File: config.mk
export PLATFORM = sky130hd
export DESIGN_NAME = mmc5_reg_file_flat
export DESIGN_NICKNAME = d
export VERILOG_FILES = /design/src/rtl/mmc5_map_pkg.sv /design/src/rtl/mmc5_cfg_pkg.sv /design/src/rtl/mmc5_cfg_if.sv /design/src/rtl/mmc5_reg_file.sv /design/src/flat_wrapper.sv
export SDC_FILE = /design/constraint.sdc
export NUM_CORES = 1
export LEC_CHECK = 0
export ABC_CLOCK_PERIOD_IN_PS = 900
export BUFFER_PORTS_ARGS = -buffer_cell sky130_fd_sc_hd__buf_2
export CAP_MARGIN = 10
export CORE_MARGIN = 2
export CORE_UTILIZATION = 48
export CTS_CLUSTER_SIZE = 10
export DETAILED_ROUTE_END_ITERATION = 6
export PLACE_DENSITY_LB_ADDON = 0.25
export SETUP_SLACK_MARGIN = 0.5
export SYNTH_ARGS = -nofsm -noshare
export SYNTH_HDL_FRONTEND = slang
export SYNTH_SLANG_ARGS = --single-unit
File: constraint.sdc
create_clock -name clk -period 0.9 [get_ports clk]
set_input_delay 0.045 -clock clk [delete_from_list [all_inputs] [get_ports clk]]
set_output_delay 0.045 -clock clk [all_outputs]
set_load 0.02 [all_outputs]
File: src/rtl/mmc5_map_pkg.sv
// CPU address map of the mapper as seen from $5000 to $FFFF with PRG RAM limited to eight 8 KB pages
package mmc5_map_pkg;

	// Register window at $5000-$53FF
	localparam logic [5:0] REG_WIN_BASE = 6'b01_0100; // Matched against prg_ain[15:10]

	// Register offsets inside the window
	localparam logic [9:0] REG_PRG_MODE     = 10'h100; // $5100 PRG banking mode
	localparam logic [9:0] REG_PROTECT_1    = 10'h102; // $5102 first RAM unlock
	localparam logic [9:0] REG_PROTECT_2    = 10'h103; // $5103 second RAM unlock
	localparam logic [9:0] REG_EXRAM_MODE   = 10'h104; // $5104
	localparam logic [9:0] REG_PRG_RAM_BANK = 10'h113; // $5113 bank for $6000-$7FFF
	localparam logic [9:0] REG_PRG_BANK_0   = 10'h114;
	localparam logic [9:0] REG_PRG_BANK_1   = 10'h115;
	localparam logic [9:0] REG_PRG_BANK_2   = 10'h116;
	localparam logic [9:0] REG_PRG_BANK_3   = 10'h117; // ROM only
	localparam logic [9:0] REG_MULT_A       = 10'h205; // Write operand and read product low
	localparam logic [9:0] REG_MULT_B       = 10'h206; // Write operand and read product high

	// Expansion RAM window at $5C00-$5FFF
	localparam logic [5:0] EXRAM_WIN_BASE = 6'b01_0111;

	// Start of PRG space
	localparam logic [15:0] PRG_RAM_BASE = 16'h6000;

	// Upper address bits of PRG RAM in the 22-bit space
	// ROM occupies the low 1 MB so saves sit well clear of it
	localparam logic [5:0] PRG_RAM_PAGE = 6'b11_1100;

	// Unlock values for the two protect registers
	localparam logic [1:0] PROTECT_1_KEY = 2'b10;
	localparam logic [1:0] PROTECT_2_KEY = 2'b01;

endpackage

File: src/rtl/mmc5_cfg_pkg.sv
// Mapper configuration types and widths shared by the register file and its readers
package mmc5_cfg_pkg;

	localparam int PRG_BANK_W = 8;  // Full selector byte
	localparam int ROM_BANK_W = 7;  // 128 ROM banks of 8 KB
	localparam int RAM_BANK_W = 3;  // 8 RAM banks of 8 KB
	localparam int EXRAM_AW   = 10; // 1 KB expansion RAM

	// PRG banking modes as written to $5100
	typedef enum logic [1:0] {
		PRG_32K    = 2'd0,
		PRG_16K    = 2'd1,
		PRG_16K_8K = 2'd2, // 16K at $8000 then two 8K banks
		PRG_8K     = 2'd3
	} prg_mode_t;

	// Expansion RAM use as written to $5104
	// Upper bit set means the CPU may read it
	typedef enum logic [1:0] {
		EXRAM_NT     = 2'd0,
		EXRAM_EXATTR = 2'd1,
		EXRAM_RAM    = 2'd2,
		EXRAM_ROM    = 2'd3  // Read only
	} exram_mode_t;

	// Selector byte with bit 7 choosing ROM or RAM
	typedef union packed {
		struct packed {
			logic                  is_rom;
			logic [ROM_BANK_W-1:0] bank;
		} rom;
		struct packed {
			logic                               is_rom;
			logic [PRG_BANK_W-RAM_BANK_W-2:0]   unused; // Ignored for RAM
			logic [RAM_BANK_W-1:0]              bank;
		} ram;
	} prg_sel_u;

endpackage

File: src/rtl/mmc5_cfg_if.sv
// Configuration bundle with one writer, the register file, and read-only users elsewhere
`timescale 1ns/1ps

interface mmc5_cfg_if;
	import mmc5_cfg_pkg::*;

	prg_mode_t             prg_mode;
	logic [RAM_BANK_W-1:0] prg_ram_bank;
	logic [PRG_BANK_W-1:0] prg_bank [4]; // Bank 3 always reads back with bit 7 set
	logic                  ram_we;       // Both unlock keys present
	exram_mode_t           exram_mode;
	logic [7:0]            mult_a;
	logic [7:0]            mult_b;

	modport src (
		output prg_mode, prg_ram_bank, prg_bank, ram_we,
		output exram_mode, mult_a, mult_b
	);

	modport dst (
		input prg_mode, prg_ram_bank, prg_bank, ram_we,
		input exram_mode, mult_a, mult_b
	);

endinterface

File: src/rtl/mmc5_reg_file.sv
// Registers load on a CPU write strobe in $5000-$53FF and unknown offsets are ignored
`timescale 1ns/1ps

module mmc5_reg_file (
	input  logic        clk,
	input  logic        arst_n,
	input  logic        ce,        // CPU cycle strobe
	input  logic        prg_write,
	input  logic [15:0] prg_ain,
	input  logic [7:0]  prg_din,
	mmc5_cfg_if.src     cfg
);
	import mmc5_map_pkg::*;
	import mmc5_cfg_pkg::*;

	prg_mode_t                   prg_mode_q;
	logic                        protect_1_q;  // Key 1 matched
	logic                        protect_2_q;  // Key 2 matched
	exram_mode_t                 exram_mode_q;
	logic [RAM_BANK_W-1:0]       prg_ram_bank_q;
	logic [2:0][PRG_BANK_W-1:0]  prg_bank_q;   // Banks 0 to 2 keep the RAM flag
	logic [ROM_BANK_W-1:0]       prg_bank3_q;  // Bank 3 has no RAM flag
	logic [7:0]                  mult_a_q;
	logic [7:0]                  mult_b_q;
	logic                        reg_wr;       // Write strobe into the register window

	assign reg_wr = ce && prg_write && (prg_ain[15:10] == REG_WIN_BASE);

	always_ff @(posedge clk or negedge arst_n) begin
		if (!arst_n) begin
			prg_mode_q     <= PRG_8K;           // Boot vectors come from the last bank
			protect_1_q    <= 1'b0;
			protect_2_q    <= 1'b0;
			exram_mode_q   <= EXRAM_NT;
			prg_ram_bank_q <= '0;
			prg_bank_q     <= '0;
			prg_bank3_q    <= '1;               // 7'h7F
			mult_a_q       <= '0;
			mult_b_q       <= '0;
		end else if (reg_wr) begin
			case (prg_ain[9:0])
				REG_PRG_MODE:     prg_mode_q     <= prg_mode_t'(prg_din[1:0]);
				REG_PROTECT_1:    protect_1_q    <= (prg_din[1:0] == PROTECT_1_KEY);
				REG_PROTECT_2:    protect_2_q    <= (prg_din[1:0] == PROTECT_2_KEY);
				REG_EXRAM_MODE:   exram_mode_q   <= exram_mode_t'(prg_din[1:0]);
				REG_PRG_RAM_BANK: prg_ram_bank_q <= prg_din[RAM_BANK_W-1:0];
				REG_PRG_BANK_0:   prg_bank_q[0]  <= prg_din;
				REG_PRG_BANK_1:   prg_bank_q[1]  <= prg_din;
				REG_PRG_BANK_2:   prg_bank_q[2]  <= prg_din;
				REG_PRG_BANK_3:   prg_bank3_q    <= prg_din[ROM_BANK_W-1:0];
				REG_MULT_A:       mult_a_q       <= prg_din;
				REG_MULT_B:       mult_b_q       <= prg_din;
				default: ;                          // Unused offsets ignored
			endcase
		end
	end

	assign cfg.prg_mode     = prg_mode_q;
	assign cfg.prg_ram_bank = prg_ram_bank_q;
	assign cfg.prg_bank[0]  = prg_bank_q[0];
	assign cfg.prg_bank[1]  = prg_bank_q[1];
	assign cfg.prg_bank[2]  = prg_bank_q[2];
	assign cfg.prg_bank[3]  = {1'b1, prg_bank3_q}; // Top region always maps to ROM
	assign cfg.exram_mode   = exram_mode_q;
	assign cfg.mult_a       = mult_a_q;
	assign cfg.mult_b       = mult_b_q;

	// RAM writes need both keys at once
	assign cfg.ram_we = protect_1_q && protect_2_q;

	// Configuration only moves on a CPU write cycle
	a_cfg_hold: assert property (@(posedge clk) disable iff (!arst_n)
		!(ce && prg_write) |=> $stable({prg_mode_q, protect_1_q, protect_2_q, exram_mode_q,
			prg_ram_bank_q, prg_bank_q, prg_bank3_q, mult_a_q, mult_b_q}))
		else $error("configuration changed without a CPU write");

endmodule

File: src/flat_wrapper.sv
// flat-port wrapper written by rule: the top's interface ports become plain ports
module mmc5_reg_file_flat import mmc5_map_pkg::*; import mmc5_cfg_pkg::*;
  (clk, arst_n, ce, prg_write, prg_ain, prg_din, cfg_prg_mode, cfg_prg_ram_bank, cfg_prg_bank, cfg_ram_we, cfg_exram_mode, cfg_mult_a, cfg_mult_b);
  mmc5_cfg_if cfg_i ();
  input  logic clk;
  input  logic arst_n;
  input  logic ce;
  input  logic prg_write;
  input  logic [15:0] prg_ain;
  input  logic [7:0] prg_din;
  output wire logic [$bits(cfg_i.prg_mode)-1:0] cfg_prg_mode;
  output wire logic [$bits(cfg_i.prg_ram_bank)-1:0] cfg_prg_ram_bank;
  output wire logic [$bits(cfg_i.prg_bank)-1:0] cfg_prg_bank;
  output wire logic [$bits(cfg_i.ram_we)-1:0] cfg_ram_we;
  output wire logic [$bits(cfg_i.exram_mode)-1:0] cfg_exram_mode;
  output wire logic [$bits(cfg_i.mult_a)-1:0] cfg_mult_a;
  output wire logic [$bits(cfg_i.mult_b)-1:0] cfg_mult_b;
  assign cfg_prg_mode = cfg_i.prg_mode;
  assign cfg_prg_ram_bank = cfg_i.prg_ram_bank;
  assign cfg_prg_bank = {>>{cfg_i.prg_bank}};
  assign cfg_ram_we = cfg_i.ram_we;
  assign cfg_exram_mode = cfg_i.exram_mode;
  assign cfg_mult_a = cfg_i.mult_a;
  assign cfg_mult_b = cfg_i.mult_b;
  mmc5_reg_file u_core (.clk(clk), .arst_n(arst_n), .ce(ce), .prg_write(prg_write), .prg_ain(prg_ain), .prg_din(prg_din), .cfg(cfg_i));
endmodule
[Yosys cells after proc, flatten, opt, wreduce, memory -nomap -nowiden]
Cells that the tools add are included.
Operators by class
  reduce and logical (&&, ||, !) cells: 14
  equality and inequality tests: 14
Operators by type and width (number)
  $eq 10x9->1 const B: 9
  $reduce_and 2->1: 11
  $eq 10x10->1 const B: 2
  $eq 6x5->1 const B: 1
  $logic_and 1x1->1: 3
  $eq 2x1->1 const B: 1
  $eq 2x2->1 const B: 1
Word-level totals
  register bits after elaboration: 56
  input bits: 28

[Logic depth before layout (Yosys ltp)]
  depth in word-level cells: 3
  mapped depth: 4
  mapped depth without buffers: 4

[Worst setup path after synthesis]
No wires, ideal clock.
  path type: in2reg
  start: input port prg_ain[10]
  end: register u_core.prg_ram_bank_q[2] (netlist: u_core.cfg.prg_ram_bank[2])
  slack: -0.684 ns
  stages on the path: 4
  arrival: 1.459 ns
  path buffers: 0
  path through: and4bb_2 nand4b_2 nor4_1 mux2_2
On the way
  word-level cells in the longest chain between the ends: 3
RTL lines
  from (decl): line flat_wrapper.sv:9  | input logic [15:0] prg_ain;
  $eq 6x5->1: line mmc5_reg_file.sv:27  | assign reg_wr = ce && prg_write && (prg_ain[15:10] == REG_WIN_BASE);
  $logic_and 1x1->1: line mmc5_reg_file.sv:27
  $reduce_and 2->1 (no line)
  to (signal assigned): line mmc5_reg_file.sv:46  | REG_PRG_RAM_BANK: prg_ram_bank_q <= prg_din[RAM_BANK_W-1:0];
  to (decl): line mmc5_reg_file.sv:20  | logic [RAM_BANK_W-1:0] prg_ram_bank_q;
No other way between the ends.
A chain may end at the register's enable or synchronous reset.

[Final worst setup path]
  start: input port prg_ain[10]
  end: register u_core.prg_bank_q, in the netlist u_core.cfg.prg_bank[25]
On the way
  word-level cells in the longest chain between the ends: 3
RTL lines
  $eq 6x5->1: line mmc5_reg_file.sv:27
  $logic_and 1x1->1: line mmc5_reg_file.sv:27
  $reduce_and 2->1 (no line)
  to (decl): line mmc5_reg_file.sv:21  | logic [2:0][PRG_BANK_W-1:0] prg_bank_q;
No other way between the ends.

==> impl_metrics.py <==
metrics = {
    "yosys": {
        "synth_area_leaders": "dfrtp_1 51%, mux2_2 26%, dfstp_2 10%, nor4_4 3.7%, nor3_2 1.3%",
        "synth_cells": 146,
        "ys_seq_area_share_pct": 60.8,
        "synth_commonest_cells": "54 x mux2_2, 47 x dfrtp_1, 9 x dfstp_2",
        "ys_seq_elements": 56,
        "async_flop_share_pct": 100,
        "syn_area_um2": 2320,
        "yosysTopAreaCellShare_pct": 50.6,
        "netlist.top_cell.by_area": "dfrtp_1",
        "ys_warn_count": 0,
        "synth_cell_types": 24,
        "synth_edf_count": 0,
        "synth-main-ff-cell": "dfrtp_1",
        "syn_area_per_cell_um2": 15.9,
        "syn_nets": 174,
        "synth_most_common_cell": "mux2_2",
    },
    "timing": {
        "rsz0062_at_grt": "yes",
        "finalClockSkew_ps": 0,
        "timing.hold.ws_ps": -286,
        "max_freq_ghz": 0.702,
        "fin_tns_setup_ps": -25970,
        "finalCriticalPeriod_ps": 1420,
        "period_share_pct": 158,
        "report.final.slew_viol_count": 0,
        "timing.final.ws_setup_ps": -525,
        "final_hold_viol_count": 53,
        "setup_viol": 95,
    },
    "critical_path": {
        "slowest_delay_ps": 420,
        "worst-path-buf-inv": 2,
        "path_class": "primary input to register",
        "crit_arrival_ps": 1610,
        "cp_max_fo": 4,
        "start_kind": "primary input",
        "end_kind": "register",
        "crit_slowest_cell": "nor4_4",
        "cp.required_ps": 1090,
        "crit_path_cell_trace": "buf_6, and4bb_2, nand4b_4, nor4_4, buf_4, mux2_2",
        "crit_family": "simple AND/OR/NAND/NOR gates",
    },
    "clock_tree": {
        "clk_latency_ps": 300,
        "cts_buffer_depth": 2,
        "cts.sinks": 56,
        "numCtsBuffers": 5,
        "cts_root_buf": "clkbuf_8",
        "h-tree-depth": 2,
        "cts_tree": "done",
        "path_clk_slew_ps": 100,
    },
    "die": {
        "start_util_pct": 49.5,
        "design.portCount": 84,
        "die-area_um2": 5420,
        "num_rows": 25,
        "die_h_um": 73.6,
        "core_um2": 4690,
        "fp.dieW_um": 73.6,
    },
    "finish": {
        "seq_area_um2": 1440,
        "fin_nets": 304,
        "multi_input_area_um2": 1120,
        "drive_gt1_share_pct": 85.9,
        "num-fill-cells": 227,
        "final_area_um2": 3900,
        "area_growth_pct": 67.8,
    },
    "pwr": {
        "finalPower_uw": 4190,
        "p_per_area_nw_per_um2": 1070,
        "ir_worst_vdd_v": 0.00129,
        "leakagePower_uw": 0.00194,
    },
    "global_routing": {
        "use_met2_pct": 44.6,
        "grt.met3_usage_pct": 4.80,
        "grt_first_pass_wirelength_mm": 10.1,
        "grt_pass1_vias": 1862,
        "antenna_found_initial": 1,
        "top_usage_layer": "met2",
        "grtUsageMet1_pct": 32.0,
        "grt_usage_pct": 25.4,
        "grt_max_degree": 57,
        "grt_overflow": 0,
    },
    "run_status": {
        "violations": "negative hold slack, negative setup slack",
        "outcome": "finished with violations",
    },
    "drt": {
        "routed_via_density": 5.41,
        "drtIter0Drc": 119,
        "dr.pass1.iters": 4,
        "postRouteAntennaNets": 0,
        "wl_per_cell_um": 21.1,
        "drc_errors": 0,
        "vias": 1797,
        "finalWirelength_mm": 7.00,
    },
    "placement": {
        "portBuffers": 82,
        "gp_congestion": 0.834,
        "dp_hpwl_mm": 3.95,
        "placed_cell_area_um2": 3090,
    },
    "flow_run": {
        "cap_violations": 0,
    },
    "min_path": {
        "hold_class": "primary input to asynchronous set/reset pin",
    },
}
==> per-stage QoR <==
stage	util, %	worst slack [ps]	std cells	hold WS [ps]
after floorplan	-	-673	146	-251
after global placement	65.8	-773	307	66.7
after detailed placement	65.8	-789	307	62.8
after CTS	79.8	-455	323	-263
after global routing	83.1	-566	332	-252
final	83.1	-525	332	-286
==> kinds of logic after synthesis <==
family          Yosys count  synth area share [%]
other cells               1                 0.161
simple gates             28                  11.4
mux                      54                  26.2
flops                    56                  60.8
buf+inv                   4                 0.807
compound gates            3                 0.754
==> worst register-to-register path: cells and delay by family, from the launching register on <==
kind | cells | cell delay, ps
multiplexers | 1 | 260
buffers and inverters | 1 | 140
flip-flops | 1 | 420
==> cell usage in the layout (no fill, tap or decap), types with 2 or more instances in the layout <==
cell / instances
nand3_1: 2
and4bb_2: 2
clkbuf_8: 5
buf_6: 73
nor4_4: 5
buf_4: 31
buf_2: 21
mux2_2: 16
nand2_1: 2
nand2b_1: 3
nor3_4: 4
dfrtp_1: 24
dfstp_2: 9
mux2_4: 38
clkbuf_1: 2
dfrtp_2: 23
==> power by group <==
part / switching [µW] / internal, µW
sequential: 0.379 / 2520
clock: 802 / 564
combinational: 184 / 126
==> worst paths after layout <==
path | endpoint | slack (ps) | start | depth (start not counted)
max in group asynchronous | u_core.prg_bank3_q[4] | 870 | arst_n | 2
worst min register to register | u_core.protect_1_q | 510 | u_core.protect_1_q | 2
worst max-delay path | u_core.cfg.prg_bank[25] | -520 | prg_ain[10] | 6
worst max register to register | u_core.cfg.mult_a[0] | -30 | u_core.cfg.mult_a[0] | 2
min in group clk | u_core.protect_1_q | 20 | prg_din[0] | 3
worst min-delay path | u_core.cfg.prg_bank[16] | -290 | arst_n | 2
==> registers in the layout, indices dropped and copies added, names as in the netlist <==
name                     cells
u_core.cfg.exram_mode        2
u_core.cfg.prg_ram_bank      3
u_core.cfg.prg_bank         24
u_core.cfg.prg_mode          2
u_core.protect_2_q           1
u_core.cfg.mult_b            8
u_core.protect_1_q           1
u_core.prg_bank3_q           7
u_core.cfg.mult_a            8
==> layer usage <==
| metal | routed length, µm | vias up |
|---|---|---|
| met5 | 0 | - |
| met4 | 164 | 0 |
| met3 | 294 | 15 |
| met2 | 3720 | 64 |
| met1 | 2820 | 931 |
| li1 | - | 787 |
==> cell type report <==
| cell class | instances | area share (%) |
|---|---|---|
| tap | 54 | 1.73 |
| antenna | 1 | 0.0641 |
| sequential | 56 | 36.9 |
| multi-input combinational | 86 | 28.7 |
| inverter | 1 | 0.0962 |
| timing repair buffer | 126 | 30.2 |
| clock inverter | 1 | 0.225 |
| clock buffer | 7 | 1.96 |
==> what timing repair did <==
action                                  CTS  global route
endpoints found under the setup margin  111           111
pin swaps                                 8             6
gates resized for setup                 150            23
hold endpoints to repair                 48            47
setup buffers                             8             8
No activity file was read; power rests on OpenSTA's default activity.
