## src/rtl/mmc5_map_pkg.sv

```systemverilog
// CPU address map of the mapper as seen from $5000 to $FFFF with PRG RAM limited to eight 8 KB pages
package mmc5_map_pkg;

	// Register window at $5000-$53FF
	localparam logic [5:0] REG_WIN_BASE = 6'b01_0100; // Matched against prg_ain[15:10]

	// Register offsets inside the window
	localparam logic [9:0] REG_PRG_MODE     = 10'h100; // $5100 PRG banking mode
	localparam logic [9:0] REG_PROTECT_1    = 10'h102; // $5102 first RAM unlock
	localparam logic [9:0] REG_PROTECT_2    = 10'h103; // $5103 second RAM unlock
	localparam logic [9:0] REG_EXRAM_MODE   = 10'h104; // $5104
	localparam logic [9:0] REG_PRG_RAM_BANK = 10'h113; // $5113 bank for $6000-$7FFF
	localparam logic [9:0] REG_PRG_BANK_0   = 10'h114;
	localparam logic [9:0] REG_PRG_BANK_1   = 10'h115;
	localparam logic [9:0] REG_PRG_BANK_2   = 10'h116;
	localparam logic [9:0] REG_PRG_BANK_3   = 10'h117; // ROM only
	localparam logic [9:0] REG_MULT_A       = 10'h205; // Write operand and read product low
	localparam logic [9:0] REG_MULT_B       = 10'h206; // Write operand and read product high

	// Expansion RAM window at $5C00-$5FFF
	localparam logic [5:0] EXRAM_WIN_BASE = 6'b01_0111;

	// Start of PRG space
	localparam logic [15:0] PRG_RAM_BASE = 16'h6000;

	// Upper address bits of PRG RAM in the 22-bit space
	// ROM occupies the low 1 MB so saves sit well clear of it
	localparam logic [5:0] PRG_RAM_PAGE = 6'b11_1100;

	// Unlock values for the two protect registers
	localparam logic [1:0] PROTECT_1_KEY = 2'b10;
	localparam logic [1:0] PROTECT_2_KEY = 2'b01;

endpackage

```

## src/rtl/mmc5_cfg_pkg.sv

```systemverilog
// Mapper configuration types and widths shared by the register file and its readers
package mmc5_cfg_pkg;

	localparam int PRG_BANK_W = 8;  // Full selector byte
	localparam int ROM_BANK_W = 7;  // 128 ROM banks of 8 KB
	localparam int RAM_BANK_W = 3;  // 8 RAM banks of 8 KB
	localparam int EXRAM_AW   = 10; // 1 KB expansion RAM

	// PRG banking modes as written to $5100
	typedef enum logic [1:0] {
		PRG_32K    = 2'd0,
		PRG_16K    = 2'd1,
		PRG_16K_8K = 2'd2, // 16K at $8000 then two 8K banks
		PRG_8K     = 2'd3
	} prg_mode_t;

	// Expansion RAM use as written to $5104
	// Upper bit set means the CPU may read it
	typedef enum logic [1:0] {
		EXRAM_NT     = 2'd0,
		EXRAM_EXATTR = 2'd1,
		EXRAM_RAM    = 2'd2,
		EXRAM_ROM    = 2'd3  // Read only
	} exram_mode_t;

	// Selector byte with bit 7 choosing ROM or RAM
	typedef union packed {
		struct packed {
			logic                  is_rom;
			logic [ROM_BANK_W-1:0] bank;
		} rom;
		struct packed {
			logic                               is_rom;
			logic [PRG_BANK_W-RAM_BANK_W-2:0]   unused; // Ignored for RAM
			logic [RAM_BANK_W-1:0]              bank;
		} ram;
	} prg_sel_u;

endpackage

```

## src/rtl/mmc5_cfg_if.sv

```systemverilog
// Configuration bundle with one writer, the register file, and read-only users elsewhere
`timescale 1ns/1ps

interface mmc5_cfg_if;
	import mmc5_cfg_pkg::*;

	prg_mode_t             prg_mode;
	logic [RAM_BANK_W-1:0] prg_ram_bank;
	logic [PRG_BANK_W-1:0] prg_bank [4]; // Bank 3 always reads back with bit 7 set
	logic                  ram_we;       // Both unlock keys present
	exram_mode_t           exram_mode;
	logic [7:0]            mult_a;
	logic [7:0]            mult_b;

	modport src (
		output prg_mode, prg_ram_bank, prg_bank, ram_we,
		output exram_mode, mult_a, mult_b
	);

	modport dst (
		input prg_mode, prg_ram_bank, prg_bank, ram_we,
		input exram_mode, mult_a, mult_b
	);

endinterface

```

## src/rtl/mmc5_prg_port.sv

```systemverilog
// Combinational PRG translation and read mux where only expansion RAM data arrives a clock late
`timescale 1ns/1ps

module mmc5_prg_port (
	input  logic [15:0] prg_ain,
	input  logic        prg_write,
	mmc5_cfg_if.dst     cfg,
	input  logic [7:0]  rd_data,   // Expansion RAM byte
	input  logic        rd_sel,    // Expansion RAM owns the read
	output logic [21:0] prg_aout,  // 8 KB bank plus offset
	output logic        prg_allow,
	output logic [7:0]  prg_dout
);
	import mmc5_map_pkg::*;
	import mmc5_cfg_pkg::*;

	prg_sel_u    sel;        // Bank selector for the current 8 KB slot
	logic        above_base; // $6000 and up
	logic [15:0] product;

	// Bank table per mode
	always_comb begin
		sel = '0;
		if (!prg_ain[15]) begin
			sel.ram.is_rom = 1'b0;             // $6000-$7FFF in every mode
			sel.ram.bank   = cfg.prg_ram_bank;
		end else begin
			case (cfg.prg_mode)
				PRG_32K: sel = {cfg.prg_bank[3][PRG_BANK_W-1:2], prg_ain[14:13]};
				PRG_16K: begin
					if (prg_ain[14])
						sel = {cfg.prg_bank[3][PRG_BANK_W-1:1], prg_ain[13]};
					else
						sel = {cfg.prg_bank[1][PRG_BANK_W-1:1], prg_ain[13]};
				end
				PRG_16K_8K: begin
					case (prg_ain[14:13])
						2'b10:   sel = cfg.prg_bank[2];                         // $C000
						2'b11:   sel = cfg.prg_bank[3];                         // $E000
						default: sel = {cfg.prg_bank[1][PRG_BANK_W-1:1], prg_ain[13]};
					endcase
				end
				PRG_8K: sel = cfg.prg_bank[prg_ain[14:13]]; // One register per slot
			endcase
		end
	end

	assign above_base = (prg_ain >= PRG_RAM_BASE);
	assign product    = {8'h00, cfg.mult_a} * {8'h00, cfg.mult_b};

	always_comb begin
		if (sel.rom.is_rom)
			prg_aout = {2'b00, sel.rom.bank, prg_ain[12:0]};
		else
			prg_aout = {PRG_RAM_PAGE, sel.ram.bank, prg_ain[12:0]};

		// Reads always pass and writes only reach unlocked RAM
		prg_allow = above_base && (!prg_write || (!sel.ram.is_rom && cfg.ram_we));

		// Open bus unless something claims the address
		if (rd_sel)
			prg_dout = rd_data;
		else if (prg_ain == {REG_WIN_BASE, REG_MULT_A})
			prg_dout = product[7:0];
		else if (prg_ain == {REG_WIN_BASE, REG_MULT_B})
			prg_dout = product[15:8];
		else
			prg_dout = 8'hFF;

		// Upper address bits alone place the access in $6000-$FFFF
		a_allow_range: assert (!prg_allow || prg_ain[15] || (prg_ain[14:13] == 2'b11))
			else $error("access allowed below $6000");
		a_write_ram: assert (!(prg_allow && prg_write) || prg_aout[21:16] == PRG_RAM_PAGE)
			else $error("allowed write outside the PRG RAM page");
	end

endmodule

```

## src/flat_wrapper.sv

```systemverilog
// flat-port wrapper written by rule: the top's interface ports become plain ports
module mmc5_prg_port_flat import mmc5_map_pkg::*; import mmc5_cfg_pkg::*;
  (prg_ain, prg_write, rd_data, rd_sel, prg_aout, prg_allow, prg_dout, cfg_prg_mode, cfg_prg_ram_bank, cfg_prg_bank, cfg_ram_we, cfg_exram_mode, cfg_mult_a, cfg_mult_b);
  mmc5_cfg_if cfg_i ();
  input  logic [15:0] prg_ain;
  input  logic prg_write;
  input  logic [7:0] rd_data;
  input  logic rd_sel;
  output logic [21:0] prg_aout;
  output logic prg_allow;
  output logic [7:0] prg_dout;
  input wire logic [$bits(cfg_i.prg_mode)-1:0] cfg_prg_mode;
  input wire logic [$bits(cfg_i.prg_ram_bank)-1:0] cfg_prg_ram_bank;
  input wire logic [$bits(cfg_i.prg_bank)-1:0] cfg_prg_bank;
  input wire logic [$bits(cfg_i.ram_we)-1:0] cfg_ram_we;
  input wire logic [$bits(cfg_i.exram_mode)-1:0] cfg_exram_mode;
  input wire logic [$bits(cfg_i.mult_a)-1:0] cfg_mult_a;
  input wire logic [$bits(cfg_i.mult_b)-1:0] cfg_mult_b;
  assign cfg_i.prg_mode = cfg_prg_mode;
  assign cfg_i.prg_ram_bank = cfg_prg_ram_bank;
  assign cfg_i.prg_bank = {>>{cfg_prg_bank}};
  assign cfg_i.ram_we = cfg_ram_we;
  assign cfg_i.exram_mode = cfg_exram_mode;
  assign cfg_i.mult_a = cfg_mult_a;
  assign cfg_i.mult_b = cfg_mult_b;
  mmc5_prg_port u_core (.prg_ain(prg_ain), .prg_write(prg_write), .cfg(cfg_i), .rd_data(rd_data), .rd_sel(rd_sel), .prg_aout(prg_aout), .prg_allow(prg_allow), .prg_dout(prg_dout));
endmodule
```

## config.mk

```make
export PLATFORM = sky130hd
export DESIGN_NAME = mmc5_prg_port_flat
export DESIGN_NICKNAME = d
export VERILOG_FILES = /design/src/rtl/mmc5_map_pkg.sv /design/src/rtl/mmc5_cfg_pkg.sv /design/src/rtl/mmc5_cfg_if.sv /design/src/rtl/mmc5_prg_port.sv /design/src/flat_wrapper.sv
export SDC_FILE = /design/constraint.sdc
export NUM_CORES = 1
export LEC_CHECK = 0
export ABC_AREA = 1
export BUFFER_PORTS_ARGS = -buffer_cell sky130_fd_sc_hd__buf_4
export CAP_MARGIN = 20
export CORE_ASPECT_RATIO = 1.1
export CORE_MARGIN = 10
export CORE_UTILIZATION = 49
export DETAILED_ROUTE_END_ITERATION = 16
export GPL_TIMING_DRIVEN = 0
export PLACE_DENSITY = 0.94
export RECOVER_POWER = 25
export SYNTH_ARGS = -nofsm -noshare
export SYNTH_HDL_FRONTEND = slang
export SYNTH_SLANG_ARGS = --single-unit
export TNS_END_PERCENT = 10
```

## constraint.sdc

```tcl
create_clock -name vclk -period 5.2
set_input_delay 0.78 -clock vclk [all_inputs]
set_output_delay 0.78 -clock vclk [all_outputs]
set_load 0.02 [all_outputs]
```

Word-level counts from Yosys, hierarchy flattened
Index checks and enable logic that the tools add are counted.

Register bits: 0. Bits in latches: 0. Memory bits (writable): 0. ROM bits: 0. Input bits: 82. Output and inout port bits: 31. Word-level logic and storage cells: 30. Memories kept: 0.

$add $sub $neg: 0. Multiply operators: 1. Div/mod/pow operators: 0. Order comparisons: 2. Equality and inequality tests: 7. Shift-type cells: 0. Muxes and demuxes: 13. Bitwise gates (word level): 1. Reductions and logical operators: 6.

Operator list (count): $mux 8 (6); $eq 16x15->1 const B (2); $pmux 8 s4 (1); $mux 22 (1); $bmux 8 s2 (1); $ge 16x15->1 const B (1); $mul 8x8->16 (1); $pmux 8 s2 (1); $eq 2x2->1 const B (4); $mux 4 (1); $ge 3x3->1 const B (1); $mux 3 (1); $not 2->3 (1); $eq 2x1->1 const B (1); $logic_and 1x1->1 (2); $logic_not 1->1 (2); $logic_not 2->1 (1); $logic_or 1x1->1 (1); $mux 1 (1).

Depth between registers and ports, before layout
Gate-level depths: netlist of run 1.

Depth in word-level cells: 10. Mapped depth: 22. Gate-level depth less buffers: 21.

Worst setup path before layout of run 1
No wires, ideal clock.

Path kind: input port to output port. Start: in cfg_mult_b[7]. End: out prg_dout[0]. Data arrival time: 4408 ps. Data required time: 4420 ps. Path slack: 12 ps. Stages: 17. Buffers on the path: 1. Path through: clkbuf_1 -> nand2_1 -> fa_1 -> fa_1 -> inv_1 -> fa_1 -> inv_1 -> fa_1 -> inv_1 -> ha_1 -> nand2_1 -> inv_1 -> nand2_1 -> nand3_1 -> nand3_1 -> nand2_1 -> a21oi_1.

Longest elaborated chain between the ends: 4.

RTL lines: start, declared (RTL line flat_wrapper.sv:18) `input wire logic [$bits(cfg_i.mult_b)-1:0] cfg_mult_b;`; $mul 8x8->16 (RTL line mmc5_prg_port.sv:49) `assign product = {8'h00, cfg.mult_a} * {8'h00, cfg.mult_b};`; $mux 8 (RTL line mmc5_prg_port.sv:65) `else if (prg_ain == {REG_WIN_BASE, REG_MULT_B})`; $mux 8 (RTL line mmc5_prg_port.sv:63) `else if (prg_ain == {REG_WIN_BASE, REG_MULT_A})`; $mux 8 (RTL line mmc5_prg_port.sv:61) `if (rd_sel)`; end, declared (RTL line flat_wrapper.sv:11) `output logic [7:0] prg_dout;`.

No other way between the ends.

Final worst setup path of run 1
Start: in cfg_mult_a[2]. End: out prg_dout[6].

Longest elaborated chain between the ends: 4.

RTL lines: start, declared (RTL line flat_wrapper.sv:17) `input wire logic [$bits(cfg_i.mult_a)-1:0] cfg_mult_a;`; $mul 8x8->16 * (RTL line mmc5_prg_port.sv:49); $mux 8 (RTL line mmc5_prg_port.sv:65); $mux 8 * (RTL line mmc5_prg_port.sv:63); $mux 8 * (RTL line mmc5_prg_port.sv:61).

Every way passes the cells marked *; elsewhere a longest branch is shown, timed or not.

==> flow_summary_export.csv, run 1 <==
group,metric,value,unit
worst_setup_path,setup.worst_path.class,"in2out",
finish,mostFrequentLayoutCell,"nand2_1",
grt,grt_max_degree,11,
grt,grt_pass1_vias,3946,
pwr,p_int,493,uW
floorplan,die_w,97.2,um
grt,grt_first_pass_wirelength,16.8,mm
pwr,ir_drop,0.187,mV
floorplan,die_h,105,um
logic_synthesis,synthDistinctLibCells,32,
drt,dr.pass1.iters,5,
pwr,p_leak,0.00280,uW
finish,design.seq.count,0,
place,gp_congestion,0.899,
worst_setup_path,crit_path_start_kind,"input port",
drt,routedWlPerCell,14.7,um
worst_setup_path,path_buf_inv,5,
floorplan,rows,30,
place,port-buffer-count,94,
sta,slew-limit-headroom,74.8,%
worst_setup_path,cp_max_fo,7,
drt,via_per_inst,5.14,
finish,n_antenna_cell,0,
worst_setup_path,endpoint_kind,"output port",
finish,num-nets-final,791,
drt,vias,3675,
job,max-cap-violations,0,
drt,wl,10.5,mm
floorplan,start_util,51.2,%
logic_synthesis,ys_warn_count,0,
worst_setup_path,slowest_delay,0.53,ns
place,dp_cells,708,
drt,drcViolationCount,0,
sta,fin_crit,5.14,ns
sta,tightest_slew,0.378,ns
logic_synthesis,synth_area,0.00321,sq mm
place,hpwl,8.40,mm
hold_path,hold_path.class,"in2out",
worst_setup_path,crit_required,4.42,ns
hold_path,hold_start,"prg_write",
logic_synthesis,synthCells,534,
run_status,outcome,"completed",
grt,grtUsageTotal,18.5,%
grt,antenna_found_initial,0,
finish,area_growth,36.7,%
sta,setup_viol,0,
pwr,seq_power_share,0,%
floorplan,ios,113,
finish,final_util,70.0,%
sta,timing.hold.ws,1.85,ns
sta,hold_violations,0,
worst_setup_path,worstPathCellList,"buf_12 > nand2_4 > fa_1 > fa_1 > inv_2 > fa_1 > inv_1 > fa_1 > inv_2 > ha_4 > nand2_2 > nand2_2 > nand2_2 > nand2_1 > nand2_2 > nand4_1 > nand3_1 > nand2_1 > nand2_1 > buf_6",
pwr,switching_power,669,uW
grt,grt-ovfl-total,0,
hold_path,hold_depth,3,
pwr,comb_power_share,100.0,%
pwr,powerDensity,265,mW/mm^2
logic_synthesis,ys_seq_area_share,0,%
finish,fin_cells,715,
worst_setup_path,slowest_stage,"fa_1",
sta,fin_crit_sh,98.8,%
worst_setup_path,cpLargestDelayFamily,"adder cells",
logic_synthesis,syn_nets,688,
sta,slew_viol_final,0,
sta,rsz0062_at_grt,"true",
drt,drt_iter0_markers,317,
sta,max_clock_freq,195,MHz
worst_setup_path,cp.arrival,4.36,ns
floorplan,dieArea,0.0102,sq mm
finish,drive_above_1_share,30.6,%
pwr,swShare,57.6,%
hold_path,hold_end,"prg_allow",
finish,fillers,461,
pwr,clkPwrFrac,0,%
floorplan,core_area,0.00627,sq mm
logic_synthesis,syn_area_per_cell,6.01,sq um
drt,antenna_left,0,
finish,clockBufferCount,0,
finish,seq_area,0,sq um
finish,layout_common_cells,"nand2_1 (146), inv_1 (137), buf_4 (107)",
metrics by stage:
stage	cell area [sq um]	setup WS, ns	TNS, ns	total power [uW]
6_report	4390	0.0611	0	1160
5_1_grt	4390	-0.0603	-0.148	1280
4_1_cts	4190	0.0117	0	941
3_5_place_dp	4020	-0.455	-2.75	807
3_3_place_gp	4020	-0.358	-2.15	775
2_1_floorplan	3210	0.0120	0	597
cells in the mapped netlist (2+ instances only):
library cell | n | area [sq um]
nand3_4 | 2 | 35.0
a21oi_1 | 10 | 50.1
or2_1 | 2 | 12.5
nand4_1 | 9 | 56.3
inv_2 | 3 | 11.3
o211ai_1 | 5 | 37.5
buf_4 | 14 | 105
ha_1 | 36 | 450
nand3_1 | 30 | 150
o22ai_1 | 4 | 25.0
inv_1 | 148 | 556
nand2_1 | 169 | 634
fa_1 | 36 | 721
and2_1 | 2 | 12.5
clkbuf_1 | 15 | 56.3
o21ai_0 | 5 | 25.0
nor2_1 | 21 | 78.8
nor2_2 | 3 | 18.8
xor2_1 | 3 | 26.3
nand2_2 | 5 | 31.3
kinds of logic after synthesis:
kind of cell,count (synthesis),synth area share (%)
and+or+nand+nor,248,33.8
buffers and inverters,182,23.3
xor gates and xnor gates,4,1.09
AOI/OAI and AO/OA,28,5.38
adders and majority gates,72,36.5
tightest hold or removal path, cell delays in order:
cell	delay, ns
buf_4	0.09
a21oi_2	0.05
buf_4	0.15
per-layer routing:
metal	routed length, um	share of wire [%]	GRT usage [%]
met4	297	2.8	5.27
met1	3660	35	18.2
met5	0	0	0
met3	1020	9.8	5.47
met2	5500	53	36.0
cell type report:
cell class	instances	area [sq um]	area share [%]
multi-input cells	352	2650	60.5
repair buffers	101	747	17.0
inverters	151	567	12.9
plain buffers	31	322	7.33
well taps	80	100	2.28
power by group through the flow:
stage | clock network (uW) | registers (uW) | logic (uW)
after floorplan | 0 | 0 | 597
after global placement | 0 | 0 | 775
after detailed placement | 0 | 0 | 807
after CTS | 0 | 0 | 941
after global routing | 0 | 0 | 1280
final | 0 | 0 | 1160
how the worst max path moves through the flow:
stage | end | start | cells after the start
6_report | prg_dout[6] | cfg_mult_a[2] | 20
2_1_floorplan | prg_dout[0] | cfg_mult_b[7] | 17
3_3_place_gp | prg_dout[7] | cfg_mult_a[0] | 19
5_1_grt | prg_dout[6] | cfg_mult_a[4] | 21
4_1_cts | prg_dout[7] | cfg_mult_a[3] | 19
3_5_place_dp | prg_dout[7] | cfg_mult_a[0] | 19
timing repair:
item,in CTS,in global routing
pin swaps,15,34
setup buffers,4,3
hold buffers,0,0
setup endpoints to repair,8,8
gates resized for setup,45,77
Power figures use the tool's default switching activity.
==> run 2: changes to the inputs <==
--- a/config.mk
+++ b/config.mk
@@ -8,12 +8,11 @@
 export ABC_AREA = 1
 export BUFFER_PORTS_ARGS = -buffer_cell sky130_fd_sc_hd__buf_4
 export CAP_MARGIN = 20
-export CORE_ASPECT_RATIO = 1.1
 export CORE_MARGIN = 10
 export CORE_UTILIZATION = 49
 export DETAILED_ROUTE_END_ITERATION = 16
 export GPL_TIMING_DRIVEN = 0
-export PLACE_DENSITY = 0.94
+export PLACE_DENSITY = 0.91
 export RECOVER_POWER = 25
 export SYNTH_ARGS = -nofsm -noshare
 export SYNTH_HDL_FRONTEND = slang
==> constraint.sdc (replaced) <==
create_clock -name vclk -period 5.5
set_input_delay 0.825 -clock vclk [all_inputs]
set_output_delay 0.825 -clock vclk [all_outputs]
set_load 0.02 [all_outputs]
==> flow_summary_export.csv, run 2 (synthesis gave the netlist of run 1 again) <==
group,metric,value,unit
sta,fin_crit_sh,97.2,%
drt,drt_iter0_markers,160,
finish,clockBufferCount,0,
finish,fillers,544,
finish,final_util,65.1,%
pwr,swShare,58.7,%
pwr,p_leak,0.00270,uW
sta,tightest_slew,0.386,ns
finish,drive_above_1_share,24.5,%
floorplan,core_area,0.00635,sq mm
grt,grt_pass1_vias,3666,
floorplan,start_util,50.6,%
floorplan,dieArea,0.0102,sq mm
pwr,finalPower,894,uW
finish,num-nets-final,785,
place,hpwl,8.12,mm
worst_setup_path,worstPathCellList,"clkbuf_4 > nand2_1 > inv_1 > fa_1 > fa_1 > fa_1 > inv_1 > fa_1 > inv_1 > ha_4 > nand2_2 > nor2_4 > and2_1 > nand2_1 > nand3_1 > nand2_1 > nand3_2 > nand2_1 > nand2_2 > buf_6",
floorplan,rows,29,
hold_path,hold_end,"prg_allow",
drt,dr.pass1.iters,6,
pwr,clkPwrFrac,0,%
drt,antenna_left,0,
worst_setup_path,cpLargestDelayFamily,"adder cells",
finish,area_growth,28.8,%
drt,vias,3446,
pwr,switching_power,525,uW
floorplan,die_h,101,um
worst_setup_path,slowest_delay,0.55,ns
sta,rsz0062_at_grt,"true",
pwr,ir_drop,0.154,mV
grt,antenna_found_initial,0,
worst_setup_path,path_buf_inv,5,
pwr,seq_power_share,0,%
sta,setup_viol,0,
run_status,outcome,"completed",
worst_setup_path,cp_max_fo,8,
grt,grt_max_degree,11,
floorplan,ios,113,
cts,cts_hold_buf,0,
sta,hold_violations,0,
hold_path,hold_start,"prg_write",
job,max-cap-violations,0,
floorplan,die_w,101,um
sta,slew-limit-headroom,74.3,%
hold_path,hold_depth,3,
worst_setup_path,setup.worst_path.class,"in2out",
worst_setup_path,endpoint_kind,"output port",
drt,via_per_inst,4.88,
finish,design.seq.count,0,
drt,routedWlPerCell,13.0,um
sta,max_clock_freq,187,MHz
sta,slew_viol_final,0,
drt,drcViolationCount,0,
grt,grt-ovfl-total,0,
place,port-buffer-count,94,
drt,wl,9.21,mm
hold_path,hold_path.class,"in2out",
pwr,comb_power_share,100.0,%
finish,n_antenna_cell,0,
sta,fin_crit,5.35,ns
worst_setup_path,slowest_stage,"fa_1",
grt,grtUsageTotal,17.5,%
finish,seq_area,0,sq um
pwr,powerDensity,216,mW/mm^2
grt,grt_first_pass_wirelength,15.5,mm
finish,layout_common_cells,"nand2_1 (161), inv_1 (147), buf_4 (108)",
worst_setup_path,crit_path_start_kind,"input port",
finish,multi_input_area,0.00254,sq mm
pwr,p_int,369,uW
worst_setup_path,cp.arrival,4.52,ns
worst_setup_path,crit_required,4.68,ns
place,gp_congestion,0.883,
worst_setup_path,crit_start,"cfg_mult_a[6]",
finish,mostFrequentLayoutCell,"nand2_1",
-- run 2: changes by cell type in the layout (fill, tap and decap cells not counted), moves of 4 or more --
cell      before  now
nand3_2        6    1
nand2_4        6    2
buf_8          6    0
clkbuf_4       0    6
inv_1        137  147
nand2_2       23   12
inv_2         14    4
nand3_1       24   29
buf_6          8    2
nand2_1      146  161
-- run 2: power groups by stage --
stage          logic [uW]  registers, uW  clock network [uW]
6_report              894              0                   0
5_1_grt              1020              0                   0
3_3_place_gp          736              0                   0
3_5_place_dp          757              0                   0
4_1_cts               779              0                   0
2_1_floorplan         564              0                   0
-- run 2: area by class of cell --
cell class                 count  share of cell area, %
buffer                        31                   5.66
inverter                     151                   13.7
tap                           77                   2.33
multi-input combinational    352                   61.5
timing repair buffer          95                   16.8
-- run 2: how the worst max path moves through the flow --
stage | depth (start not counted) | slack [ns] | to
6_report | 20 | 0.15 | prg_dout[7]
5_1_grt | 20 | -0.08 | prg_dout[7]
4_1_cts | 20 | 0.02 | prg_dout[7]
2_1_floorplan | 17 | 0.22 | prg_dout[0]
3_3_place_gp | 20 | -0.15 | prg_dout[7]
3_5_place_dp | 20 | -0.19 | prg_dout[7]
-- run 2: metal layers --
layer	vias to the layer above	part of all wire [%]	track usage (%)	wire, um
li1	1740	-	-	-
met1	1548	38	18.6	3510
met2	140	48	31.8	4440
met3	18	11	6.93	1040
met4	0	2.4	3.43	221
met5	-	0	0	0
-- run 2: through the flow --
step	TNS [ns]	cells	hold WS [ns]	instance area, sq um	setup slack (ns)
6_report	0	706	1.93	4140	0.152
4_1_cts	0	705	1.94	4050	0.0174
5_1_grt	-0.156	706	1.94	4140	-0.0818
3_5_place_dp	-0.821	705	1.94	4010	-0.192
3_3_place_gp	-0.477	705	1.93	4010	-0.145
2_1_floorplan	0	534	1.73	3210	0.222
-- run 2: repair_timing --
item	in CTS	in global routing
gates resized for setup	17	50
buffers inserted	0	1
pin swaps	0	10
setup endpoints to repair	8	8
-- run 2: worst min-delay path: cells and delay by family --
kind                   cells  cell delay (ns)
buffers and inverters      2             0.24
AO/OA/AOI/OAI              1             0.04
==> run 3: changes to the inputs <==
==> constraint.sdc (replaced) <==
create_clock -name vclk -period 5.9
set_input_delay 0.885 -clock vclk [all_inputs]
set_output_delay 0.885 -clock vclk [all_outputs]
set_load 0.02 [all_outputs]
==> flow_summary_export.csv, run 3 (synthesis gave the netlist of run 1 again) <==
group,metric,value,unit
finish,area_growth,25.1,%
sta,rsz0062_at_grt,"false",
pwr,p_int,289,uW
grt,grt-ovfl-total,0,
worst_setup_path,crit_required,5.02,ns
finish,n_antenna_cell,0,
worst_setup_path,cp_max_fo,8,
sta,slew_viol_final,0,
floorplan,die_h,101,um
pwr,ir_drop,0.127,mV
worst_setup_path,worstPathCellList,"clkbuf_2 > nand2_1 > inv_1 > fa_1 > fa_1 > fa_1 > inv_1 > fa_1 > inv_1 > ha_1 > nand2_1 > nor2_1 > and2_1 > nand2_1 > nand3_1 > nand2_1 > nand3_1 > nand2_1 > nand2_1 > buf_4",
drt,drt_iter0_markers,167,
floorplan,core_area,0.00635,sq mm
worst_setup_path,cpMostUsedCell,"nand2_1",
sta,hold_violations,0,
grt,grt_first_pass_wirelength,15.3,mm
finish,seq_area,0,sq um
drt,via_per_inst,4.89,
worst_setup_path,endpoint_kind,"output port",
job,max-cap-violations,0,
grt,grt_max_degree,11,
hold_path,hold_path.class,"in2out",
place,port-buffer-count,94,
cts,cts_setup_buffers,0,
finish,layout_common_cells,"nand2_1 (169), inv_1 (148), buf_4 (101)",
sta,setup_viol,0,
worst_setup_path,cp.arrival,4.70,ns
worst_setup_path,slowest_stage,"fa_1",
worst_setup_path,slowest_delay,0.56,ns
pwr,finalPower,722,uW
drt,antenna_left,0,
floorplan,dieArea,0.0102,sq mm
sta,max_clock_freq,179,MHz
grt,grtUsageTotal,17.3,%
sta,slew-limit-headroom,74.2,%
drt,vias,3447,
finish,clockBufferCount,0,
pwr,swShare,60.0,%
drt,drcViolationCount,0,
pwr,powerDensity,180,mW/mm^2
sta,fin_crit,5.59,ns
floorplan,rows,29,
grt,grt_pass1_vias,3643,
place,hpwl,8.12,mm
place,gp_congestion,0.883,
worst_setup_path,crit_path_start_kind,"input port",
pwr,seq_power_share,0,%
drt,routedWlPerCell,12.7,um
floorplan,die_w,101,um
sta,setup_tns,0,ns
sta,tightest_slew,0.386,ns
run_status,outcome,"completed",
finish,design.seq.count,0,
finish,fillers,566,
grt,antenna_found_initial,0,
sta,fin_crit_sh,94.7,%
pwr,comb_power_share,100.0,%
floorplan,ios,113,
pwr,switching_power,433,uW
pwr,clkPwrFrac,0,%
floorplan,start_util,50.6,%
finish,num-nets-final,784,
finish,drive_above_1_share,21.8,%
drt,wl,8.94,mm
finish,mostFrequentLayoutCell,"nand2_1",
worst_setup_path,setup.worst_path.class,"in2out",
drt,dr.pass1.iters,5,
pwr,p_leak,0.00268,uW
[run 3: cell count changes in the layout (fill, tap and decap cells not counted), sizes merged]
| cell | previous run | this run |
|---|---|---|
| clkbuf | 14 | 21 |
| buf | 112 | 104 |
[run 3: metal layers]
layer  vias up  GRT usage [%]  routed length (um)
met5         -              0                   0
met4         0           3.97                 203
met3        17           6.45                1060
met2       152           31.3                4220
met1      1536           18.5                3460
li1       1742              -                   -
[run 3: what timing repair did]
action,4_1_cts,5_1_grt
gates resized for setup,0,31
hold buffers,0,0
setup endpoints to repair,0,8
[run 3: worst paths after layout]
path                          start  slack, ns  depth (start not counted)           to
worst min-delay path      prg_write       2.05                          3    prg_allow
worst max-delay path  cfg_mult_a[2]       0.31                         20  prg_dout[7]
[run 3: through the flow]
step	util, %	cells	worst slack, ns	area, sq um	hold WS, ns
after floorplan	-	534	0.502	3210	1.85
after global placement	63.2	705	0.135	4010	2.05
after global routing	63.3	705	0.00716	4020	2.06
final	63.3	705	0.310	4020	2.05
after detailed placement	63.2	705	0.0881	4010	2.06
after CTS	63.2	705	0.0782	4010	2.06
[run 3: critical path: cells and delay by family]
kind | cells | cell delay, ns
adder cells (fa/ha/maj) | 5 | 2.47
AND/OR/NAND/NOR | 10 | 0.91
buffers and inverters | 5 | 0.46
[run 3: area by class of cell]
class	count	area [sq um]	share of cell area [%]
multi-input cells	352	2480	61.7
repair buffers	94	679	16.9
inverters	151	567	14.1
plain buffers	31	198	4.92
well taps	77	96.3	2.40
[run 3: power by group through the flow]
| stage | sequential, uW | combinational, uW | clock (uW) |
|---|---|---|---|
| after floorplan | 0 | 526 | 0 |
| after global placement | 0 | 687 | 0 |
| after CTS | 0 | 711 | 0 |
| after detailed placement | 0 | 705 | 0 |
| after global routing | 0 | 844 | 0 |
| final | 0 | 722 | 0 |
